<file path="src/nocPkg.sv">
package nocPkg;

  // Mesh directions, one input port each.
  localparam int numPorts = 5;

  localparam int portLocal = 0;
  localparam int portNorth = 1;
  localparam int portEast = 2;
  localparam int portWest = 3;
  localparam int portSouth = 4;

  localparam int flitWidth = 32;
  localparam int destWidth = 8;
  localparam int lengthWidth = 12;
  localparam int flitIdWidth = 3;

  localparam logic [flitIdWidth-1:0] idHeader = 3'b001; // Body and tail codes carry no length.

  typedef logic [numPorts-1:0] grantVec;

  typedef struct packed
  {
    logic [destWidth-1:0] dest;
    logic [flitWidth-destWidth-lengthWidth-1:0] reserved;
    logic [lengthWidth-1:0] length; // Packet length in clock periods.
  } headerFields;

  typedef struct packed
  {
    logic [flitWidth-1:0] data;
  } payloadFields;

  // The same word is read as a header or as plain payload.
  typedef union packed
  {
    headerFields headerView;
    payloadFields payloadView;
  } flitWord;

endpackage

</file>
<file path="src/inPortIf.sv">
interface inPortIf;

  logic req; // Level, held while a packet is pending.
  logic flitValid; // One-cycle strobe per flit.
  logic [nocPkg::flitIdWidth-1:0] flitId;
  nocPkg::flitWord flit;

  modport src
  (
    output req,
    output flitValid,
    output flitId,
    output flit
  );

  modport dst
  (
    input req,
    input flitValid,
    input flitId,
    input flit
  );

endinterface

</file>
<file path="src/grantTimer.sv">
module grantTimer #(
  parameter int countWidth = nocPkg::lengthWidth
) (
  input logic clk,
  input logic rst,
  inPortIf.dst port,
  input logic runTimer,
  output logic timesUp
);

  logic [countWidth-1:0] count;
  logic [countWidth-1:0] holdLength;
  logic headerSeen;

  assign headerSeen = port.flitValid && (port.flitId == nocPkg::idHeader);

  always_ff @(posedge clk)
  begin
    if (rst)
    begin
      count <= '0;
      holdLength <= '0;
    end
    else
    begin
      if (headerSeen)
      begin
        holdLength <= countWidth'(port.flit.headerView.length);
      end
      if (runTimer)
      begin
        count <= count + 1'b1;
      end
      else
      begin
        count <= '0; // Count restarts for every new grant.
      end
    end
  end

  // Count starts at zero on the first granted cycle, so the grant lasts length+1 cycles.
  assign timesUp = (count == holdLength);

endmodule

</file>
<file path="src/portArbiter.sv">
module portArbiter (
  input logic clk,
  input logic rst,
  inPortIf.dst ports [nocPkg::numPorts],
  input logic [nocPkg::numPorts-1:0] timesUp,
  output logic [nocPkg::numPorts-1:0] runTimer,
  output nocPkg::grantVec grant
);

  localparam int stateWidth = nocPkg::numPorts + 1;
  localparam logic [stateWidth-1:0] idleState = stateWidth'(1);

  // Bit 0 is idle, bit p+1 means port p owns the link.
  logic [stateWidth-1:0] state;
  logic [stateWidth-1:0] nextState;
  logic [nocPkg::numPorts-1:0] reqVec;

  for (genvar i = 0; i < nocPkg::numPorts; i++)
  begin : gReq
    assign reqVec[i] = ports[i].req;
  end

  // First requesting port among span ports, searching upward from start with wrap.
  function automatic logic [stateWidth-1:0] pickNext(
    input logic [nocPkg::numPorts-1:0] reqs,
    input int start,
    input int span
  );
    logic [stateWidth-1:0] pick;
    int idx;
    pick = idleState;
    for (int k = nocPkg::numPorts - 1; k >= 0; k--)
    begin
      idx = (start + k) % nocPkg::numPorts;
      if ((k < span) && reqs[idx])
      begin
        pick = stateWidth'(1) << (idx + 1); // Lowest offset is written last and wins.
      end
    end
    return pick;
  endfunction

  always_ff @(posedge clk)
  begin
    if (rst)
    begin
      state <= idleState;
    end
    else
    begin
      state <= nextState;
    end
  end

  always_comb
  begin
    // Idle and any illegal state use the fixed order from Local to South.
    nextState = pickNext(reqVec, nocPkg::portLocal, nocPkg::numPorts);
    runTimer = '0;
    for (int p = 0; p < nocPkg::numPorts; p++)
    begin
      if (state[p+1])
      begin
        if (reqVec[p] && !timesUp[p])
        begin
          runTimer[p] = 1'b1;
          nextState = stateWidth'(1) << (p + 1);
        end
        else
        begin
          // Hand over to the other four ports, starting after p.
          nextState = pickNext(reqVec, (p + 1) % nocPkg::numPorts, nocPkg::numPorts - 1);
        end
      end
    end
  end

  assign grant = state[stateWidth-1:1]; // Registered, so it lags the request by one cycle.

endmodule

</file>
<file path="src/outputMux.sv">
module outputMux (
  input logic clk,
  input logic rst,
  inPortIf.dst ports [nocPkg::numPorts],
  input nocPkg::grantVec grant,
  output logic outValid,
  output logic [nocPkg::flitIdWidth-1:0] outId,
  output nocPkg::flitWord outFlit
);

  logic [nocPkg::numPorts-1:0] validVec;
  logic [nocPkg::flitIdWidth-1:0] idArr [nocPkg::numPorts];
  logic [nocPkg::flitWidth-1:0] dataArr [nocPkg::numPorts];
  logic selValid;
  logic [nocPkg::flitIdWidth-1:0] selId;
  logic [nocPkg::flitWidth-1:0] selData;

  for (genvar i = 0; i < nocPkg::numPorts; i++)
  begin : gTap
    assign validVec[i] = ports[i].flitValid;
    assign idArr[i] = ports[i].flitId;
    assign dataArr[i] = ports[i].flit.payloadView.data;
  end

  // AND-OR select; grant is one-hot or zero.
  always_comb
  begin
    selValid = 1'b0;
    selId = '0;
    selData = '0;
    for (int p = 0; p < nocPkg::numPorts; p++)
    begin
      selValid |= grant[p] & validVec[p]; // Strobes of ungranted ports are dropped.
      selId |= {nocPkg::flitIdWidth{grant[p]}} & idArr[p];
      selData |= {nocPkg::flitWidth{grant[p]}} & dataArr[p];
    end
  end

  always_ff @(posedge clk)
  begin
    if (rst)
    begin
      outValid <= 1'b0;
    end
    else
    begin
      outValid <= selValid;
    end
    if (selValid)
    begin
      outId <= selId;
      outFlit.payloadView.data <= selData;
    end
  end

endmodule

</file>
<file path="src/routerOutPort.sv">
module routerOutPort #(
  parameter int countWidth = nocPkg::lengthWidth
) (
  input logic clk,
  input logic rst,
  input logic [nocPkg::numPorts-1:0] req,
  input logic [nocPkg::numPorts-1:0] flitValid,
  input logic [nocPkg::flitIdWidth-1:0] flitId [nocPkg::numPorts],
  input nocPkg::flitWord flit [nocPkg::numPorts],
  output nocPkg::grantVec grant,
  output logic outValid,
  output logic [nocPkg::flitIdWidth-1:0] outId,
  output nocPkg::flitWord outFlit
);

  logic [nocPkg::numPorts-1:0] runTimer;
  logic [nocPkg::numPorts-1:0] timesUp;

  inPortIf portIf [nocPkg::numPorts] ();

  for (genvar i = 0; i < nocPkg::numPorts; i++)
  begin : gPortMap
    assign portIf[i].req = req[i];
    assign portIf[i].flitValid = flitValid[i];
    assign portIf[i].flitId = flitId[i];
    assign portIf[i].flit = flit[i];
  end

  grantTimer #(.countWidth(countWidth)) timerLocal (
    .clk(clk),
    .rst(rst),
    .port(portIf[nocPkg::portLocal]),
    .runTimer(runTimer[nocPkg::portLocal]),
    .timesUp(timesUp[nocPkg::portLocal])
  );

  grantTimer #(.countWidth(countWidth)) timerNorth (
    .clk(clk),
    .rst(rst),
    .port(portIf[nocPkg::portNorth]),
    .runTimer(runTimer[nocPkg::portNorth]),
    .timesUp(timesUp[nocPkg::portNorth])
  );

  grantTimer #(.countWidth(countWidth)) timerEast (
    .clk(clk),
    .rst(rst),
    .port(portIf[nocPkg::portEast]),
    .runTimer(runTimer[nocPkg::portEast]),
    .timesUp(timesUp[nocPkg::portEast])
  );

  grantTimer #(.countWidth(countWidth)) timerWest (
    .clk(clk),
    .rst(rst),
    .port(portIf[nocPkg::portWest]),
    .runTimer(runTimer[nocPkg::portWest]),
    .timesUp(timesUp[nocPkg::portWest])
  );

  grantTimer #(.countWidth(countWidth)) timerSouth (
    .clk(clk),
    .rst(rst),
    .port(portIf[nocPkg::portSouth]),
    .runTimer(runTimer[nocPkg::portSouth]),
    .timesUp(timesUp[nocPkg::portSouth])
  );

  portArbiter arbiter (
    .clk(clk),
    .rst(rst),
    .ports(portIf),
    .timesUp(timesUp),
    .runTimer(runTimer),
    .grant(grant)
  );

  outputMux mux (
    .clk(clk),
    .rst(rst),
    .ports(portIf),
    .grant(grant),
    .outValid(outValid),
    .outId(outId),
    .outFlit(outFlit)
  );

endmodule

</file>
<file path="config.mk">
export PLATFORM = sky130hd
export DESIGN_NAME = routerOutPort
export DESIGN_NICKNAME = d
export VERILOG_FILES = /design/src/nocPkg.sv /design/src/inPortIf.sv /design/src/grantTimer.sv /design/src/portArbiter.sv /design/src/outputMux.sv /design/src/routerOutPort.sv
export SDC_FILE = /design/constraint.sdc
export NUM_CORES = 1
export LEC_CHECK = 0
export BUFFER_PORTS_ARGS = -buffer_cell sky130_fd_sc_hd__buf_2
export CORE_ASPECT_RATIO = 1.4
export CORE_UTILIZATION = 45
export CTS_CLUSTER_SIZE = 25
export DETAILED_ROUTE_END_ITERATION = 8
export GPL_TIMING_DRIVEN = 0
export PLACE_DENSITY_LB_ADDON = 0.25
export SETUP_SLACK_MARGIN = 0.1
export SLEW_MARGIN = 20
export SYNTH_ARGS = -nofsm -noshare
export SYNTH_HDL_FRONTEND = slang
export SYNTH_HIERARCHICAL = 1
export SYNTH_SLANG_ARGS = --single-unit
</file>
<file path="constraint.sdc">
create_clock -name clk -period 2.7 [get_ports clk]
set_clock_uncertainty 0.2 [all_clocks]
set_input_delay 0.54 -clock clk [delete_from_list [all_inputs] [get_ports clk]]
set_output_delay 0.54 -clock clk [all_outputs]
set_load 0.1 [all_outputs]
</file>
==> flow_summary.yaml, run 1 <==
outcome:
  status: "finished, violations left"
  violations: "DRC"
power_and_ir_drop:
  pwr-share-comb_pct: 19.3
  seq_power_share_pct: 41.6
  pwr-share-clk_pct: 39.1
  p_int_mw: 4.46
  ir_drop_mv: 0.478
  p_sw_mw: 1.87
  power.density_cell_area_nw_per_um2: 646
  p_sw_share_pct: 29.6
  leakage_nw: 3.75
floorplan:
  io_pins: 228
  dieArea_um2: 17800
  start_util_pct: 46.2
  core.rowCount: 56
  die_y_um: 158
  core_area_um2: 16800
  fp.dieW_um: 113
drt:
  via_per_inst: 5.77
  drc: 1
  dr.pass1.iters: 9
  routed_wl_mm: 23.6
  drtIter0Drc: 826
  via_count: 7622
  ant_nets: 0
  wl_per_cell_um: 17.9
final_layout:
  syn2layout_area_growth_pct: 26.1
  drive_gt1_share_pct: 26.7
  fin_util_pct: 58.3
  nNetsFinal: 1297
  insertedDiodeCount: 0
  fillers: 1524
critical_path:
  criticalPathCategory: "flop to flop"
  crit_arrival_ns: 2.46
  crit_fanout: 6
  endpoint_kind: "flop"
  worst_setup_path_start_kind: "flop"
  critPathRequiredTime_ns: 2.85
synth:
  synth_xor_area_share_pct: 8.45
  synth.yosys.seq_area_share_pct: 46.0
  yosys.area_share.simple_pct: 21.9
  ys.flop_type: "dfxtp_1"
  synth_seq_cells: 161
  synthAdderAreaFrac_pct: 0.805
  synth_top_family_by_area: "simple AND/OR/NAND/NOR gates"
  synth_async_sr_flop_share_pct: 0
  synth_cell_types: 47
  synth_area_um2: 7770
  syn_nets: 1050
  synth.avg_cell_area_um2: 9.06
  synth_mux_area_share_pct: 0.644
  synth_compound_area_share_pct: 18.4
  synth_edf_count: 35
  yosys_warnings: 6
  netlist_instances: 858
grt:
  antenna_found_initial: 1
  grtUsageTotal_pct: 26.7
  grt_pass1_vias: 7098
  grt_overflow: 0
  grt_max_degree: 36
  grt_pass1_wl_mm: 36.3
place:
  finalWeightedCongestion: 0.873
  numPortBuffers: 227
  dpl.hpwl_mm: 18.1
min_path:
  hp-class: "input pin to flop"
clock_network:
  cts_tree: "built"
  clk_latency_ns: 0.43
  htree_levels: 4
  clock_sinks: 161
  cts_buffers: 17
  cts.clk_slew.worst_paths_ns: 0.06
  clockRootBuffer: "clkbuf_16"
  cts-hold-fix-buffers: 0
  cts.path.max_buffers: 2
sta:
  slew_headroom_pct: 44.6
  rsz0062_at_grt: "no"
  hold_violations: 0
  holdWs_ns: 0.170
  slew_viol_final: 0
  period_share_pct: 85.7
  fmax_mhz: 432
  worst_pin_slew_ns: 0.831
  setup_viol_count_final: 0
  period_needed_ns: 2.31
flow_run:
  cap_violations: 0
routing by layer:
metal	GRT usage (%)	share of wire (%)	up-vias
li1	-	-	3639
met1	34.0	43	3585
met2	43.6	46	344
met3	5.66	7.4	54
met4	11.7	2.9	0
met5	0	0	-
cells in the final DEF, fill, tap and decap left out, types with 6 or more instances in the layout:
cell / netlist / final
nand2_1: 181 / 180
o311ai_0: 6 / 6
nand3_1: 22 / 22
inv_1: 14 / 14
nor2b_1: 8 / 8
dfxtp_1: 126 / 125
clkbuf_16: 0 / 18
nor3_1: 7 / 6
o21ai_0: 16 / 16
xnor2_1: 65 / 65
xor2_1: 10 / 10
clkbuf_1: 20 / 25
o31ai_1: 10 / 10
or3_1: 15 / 15
nor2_1: 27 / 27
nand2b_1: 16 / 16
edfxtp_1: 35 / 35
or4_1: 10 / 10
clkbuf_8: 0 / 6
a222oi_1: 36 / 36
buf_6: 8 / 8
buf_2: 17 / 244
nand4_1: 20 / 20
a21oi_1: 91 / 91
and2_1: 6 / 6
a22oi_1: 36 / 36
power groups by stage:
stage	clock network (mW)	logic (mW)	registers [mW]
floorplan	0	0.310	3.19
global placement	0	1.19	2.69
detailed placement	0	1.20	2.68
CTS	2.52	1.20	2.63
global route	2.62	1.28	2.64
finish	2.48	1.22	2.63
cell families (layout without fill, tap and decap cells):
| kind of cell | count (synthesis) | count (layout) |
|---|---|---|
| DFF | 161 | 161 |
| adders and majority gates | 5 | 5 |
| muxes | 5 | 5 |
| buffers and inverters | 59 | 319 |
| and+or+nand+nor | 343 | 343 |
| AOI/OAI and AO/OA | 210 | 210 |
| xor gates and xnor gates | 75 | 75 |
cells in the mapped netlist, types with 16 or more instances:
cell,n,share of area (%)
nand3_1,22,1.4
a22oi_1,36,3.5
nand4_1,20,1.6
dfxtp_1,126,32
buf_2,17,1.1
nor2_1,27,1.3
a21oi_1,91,5.9
a222oi_1,36,4.6
clkbuf_1,20,0.97
xnor2_1,65,7.3
o21ai_0,16,1.0
nand2b_1,16,1.3
edfxtp_1,35,14
nand2_1,181,8.7
registers in the layout, indices dropped and copies added (netlist names):
name / count
timerWest/count: 12
timerLocal/holdLength: 12
timerEast/holdLength: 12
arbiter/state: 5
mux/outId: 3
timerNorth/holdLength: 12
timerSouth/count: 12
mux/outValid: 1
mux/outFlit: 32
timerSouth/holdLength: 12
timerNorth/count: 12
timerEast/count: 12
timerLocal/count: 12
timerWest/holdLength: 12
final cells by class:
| cell class | instances | area [µm²] | share of cell area [%] |
|---|---|---|---|
| repair buffers | 228 | 1140 | 11.7 |
| clock inverters | 3 | 65.1 | 0.664 |
| well taps | 203 | 254 | 2.59 |
| multi-input cells | 638 | 3910 | 39.9 |
| inverters | 14 | 52.6 | 0.536 |
| clock buffers | 29 | 552 | 5.63 |
| plain buffers | 45 | 250 | 2.55 |
| flip-flops and latches | 161 | 3570 | 36.5 |
stage by stage:
step	instance area, µm²	worst slack, ns	TNS [ns]	power, mW	std cells
2_1_floorplan	7780	0.228	0	3.50	858
3_3_place_gp	9170	-0.142	-4.82	3.88	1288
3_5_place_dp	9170	-0.173	-5.91	3.89	1288
4_1_cts	9790	0.122	0	6.36	1320
5_1_grt	9800	0.217	0	6.54	1321
6_report	9800	0.385	0	6.33	1321
repair_timing:
action / 4_1_cts / 5_1_grt
setup endpoints to repair: 35 / 46
cloned: 0 / 0
setup buffers: 0 / 1
resized for setup: 1 / 1
pin swaps: 0 / 1
critical path, stage by stage, from the launching register on:
cell	delay, ns
dfxtp_1	0.31
buf_2	0.18
xnor2_1	0.14
nand4_1	0.11
nor3_1	0.48
nand2b_1	0.25
or4b_1	0.44
o21ai_0	0.15
worst paths after layout:
kind,startpoint,depth (start not counted),slack (ns),to
hold reg to reg,timerNorth/holdLength[6],2,0.27,timerNorth/holdLength[6]
setup reg to reg,timerEast/count[2],7,0.39,arbiter/state[5]
hold / removal,flit[100],3,0.17,timerNorth/holdLength[4]
setup / recovery,timerEast/count[2],7,0.39,arbiter/state[5]
No activity file was read; power rests on OpenSTA's default activity.
==> run 2, diff against run 1 <==
CORE_ASPECT_RATIO = default   (was 1.4)
CTS_CLUSTER_SIZE = default   (was 25)
clock period = 2.15 ns   (was 2.7 ns; I/O delays follow)
==> run 2 against run 1 <==
The run now ends clean. Largest cell class unchanged. Via count up 1.8%. Power up 28%. Worst setup slack worse by 0.36 ns. Sequential power up 26%. Critical path type unchanged. Utilization up 3.4 points.
==> flow_summary.yaml, run 2 (synthesis gave the netlist of run 1 again) <==
outcome:
  status: "finished, final reports clean"
place:
  place_ws_ns: -0.320
  finalWeightedCongestion: 0.905
  numPortBuffers: 227
  dpl.hpwl_mm: 18.5
sta:
  hold_violations: 0
  period_share_pct: 99.0
  fmax_mhz: 470
  holdWs_ns: 0.0556
  fin_ws_ns: 0.0210
  period_needed_ns: 2.13
  worst_pin_slew_ns: 0.889
  rsz0062_at_grt: "yes"
  slew_headroom_pct: 40.7
  slew_viol_final: 0
  setup_viol_count_final: 0
clock_network:
  clk_latency_ns: 0.43
  cts_tree: "built"
  cts-hold-fix-buffers: 0
  cts_buffers: 17
  clockRootBuffer: "clkbuf_16"
  cts.path.max_buffers: 2
  htree_levels: 4
  clock_sinks: 161
  cts.clk_slew.worst_paths_ns: 0.06
floorplan:
  die_y_um: 133
  io_pins: 228
  start_util_pct: 46.6
  dieArea_um2: 17800
  core.rowCount: 47
  fp.dieW_um: 133
  core_area_um2: 16700
final_layout:
  nNetsFinal: 1314
  syn2layout_area_growth_pct: 32.5
  insertedDiodeCount: 0
  drive_gt1_share_pct: 34.8
  largest_register_ffs: 32
  layout_commonest_cell: "buf_2"
  largest-register: "mux/outFlit"
  final_cell_mix: "buf_2 (240), nand2_1 (180), a21oi_1 (91)"
critical_path:
  worst_setup_path_start_kind: "flop"
  crit_arrival_ns: 2.29
  cp_top_family: "compound AO/OA/AOI/OAI gates"
  slowest_delay_ns: 0.36
  critPathBufInv: 0
  critPathRequiredTime_ns: 2.31
  crit_start: "timerWest/count[8]"
  criticalPathCategory: "flop to flop"
  endpoint_kind: "flop"
  crit_fanout: 4
  rr_startpoint: "timerWest/count[8]"
  crit_slowest_cell: "dfxtp_2"
  timing.critical_path.cells: "xnor2_2, nand4_1, nor3_4, nor2b_4, o32a_1, o31a_1, a21oi_1"
power_and_ir_drop:
  ir_drop_mv: 0.579
  power.density_cell_area_nw_per_um2: 787
  leakage_nw: 3.94
drt:
  routed_wl_mm: 25.0
  via_per_inst: 5.73
  dr.pass1.iters: 7
  via_count: 7762
  drtIter0Drc: 808
  wl_per_cell_um: 18.5
  ant_nets: 0
  drc: 0
flow_run:
  cap_violations: 0
min_path:
  hold_start: "flit[36]"
  hp-class: "input pin to flop"
grt:
  antenna_found_initial: 0
  grtUsageTotal_pct: 27.8
  grt_max_degree: 30
  grt_pass1_wl_mm: 38.0
  grt_pass1_vias: 7126
  grt_overflow: 0
==> run 2: changes by cell type in the layout (fill, tap and decap cells not counted), moves of 5 or more <==
cell      change
nor3_4        +5
clkbuf_8      -6
clkbuf_1      -6
dfxtp_2      +37
dfxtp_4       +6
xnor2_2      +13
xnor2_1      -13
nor2b_1       -5
dfxtp_1      -43
buf_4        +18
nor3_1        -5
==> run 2: metrics by stage <==
stage          std cells  total power [mW]  area [µm²]  utilization [%]  TNS [ns]
2_1_floorplan        858              4.40        7790                -         0
6_report            1355              8.10       10300             61.7         0
3_3_place_gp        1305              4.87        9200             55.1     -7.36
3_5_place_dp        1305              4.88        9200             55.1     -6.87
4_1_cts             1348              8.10       10000             60.1         0
5_1_grt             1355              8.38       10300             61.7    -0.107
==> run 2: worst paths after layout <==
check	endpoint	cells after the start	slack (ns)
max	arbiter/state[3]	7	0.02
min	timerWest/holdLength[4]	3	0.06
max reg2reg	arbiter/state[3]	7	0.02
min reg2reg	timerWest/count[0]	1	0.27
==> run 2: power breakdown <==
part | internal, mW | total [mW] | switching (mW)
sequential | 3.24 | 3.31 | 0.0624
combinational | 0.442 | 1.63 | 1.19
clock | 1.98 | 3.17 | 1.19
total | 5.67 | 8.10 | 2.44
==> run 2: worst reg2reg max path: stages (launching register included) <==
cell	delay, ns
dfxtp_2	0.36
xnor2_2	0.19
nand4_1	0.17
nor3_4	0.36
nor2b_4	0.09
o32a_1	0.34
o31a_1	0.25
a21oi_1	0.11
==> run 2: metal layers <==
| metal | part of all wire [%] | GRT usage (%) | vias up |
|---|---|---|---|
| li1 | - | - | 3676 |
| met1 | 44 | 38.0 | 3686 |
| met2 | 46 | 43.4 | 353 |
| met3 | 7.8 | 5.78 | 47 |
| met4 | 2.3 | 10.3 | 0 |
| met5 | 0 | 0 | - |
==> run 2: repair_timing <==
action,CTS,global route
gates resized for setup,40,69
pin swaps,11,21
setup endpoints to repair,98,73
setup buffers,10,7
cloned,1,0
==> run 2: final cells by class <==
class                   instances  area, µm²
fillers                      1461       6400
multi-input cells             639       4160
flip-flops and latches        161       3640
repair buffers                244       1260
clock buffers                  25        541
plain buffers                  45        277
well taps                     220        275
clock inverters                 7       90.1
inverters                      14       52.6
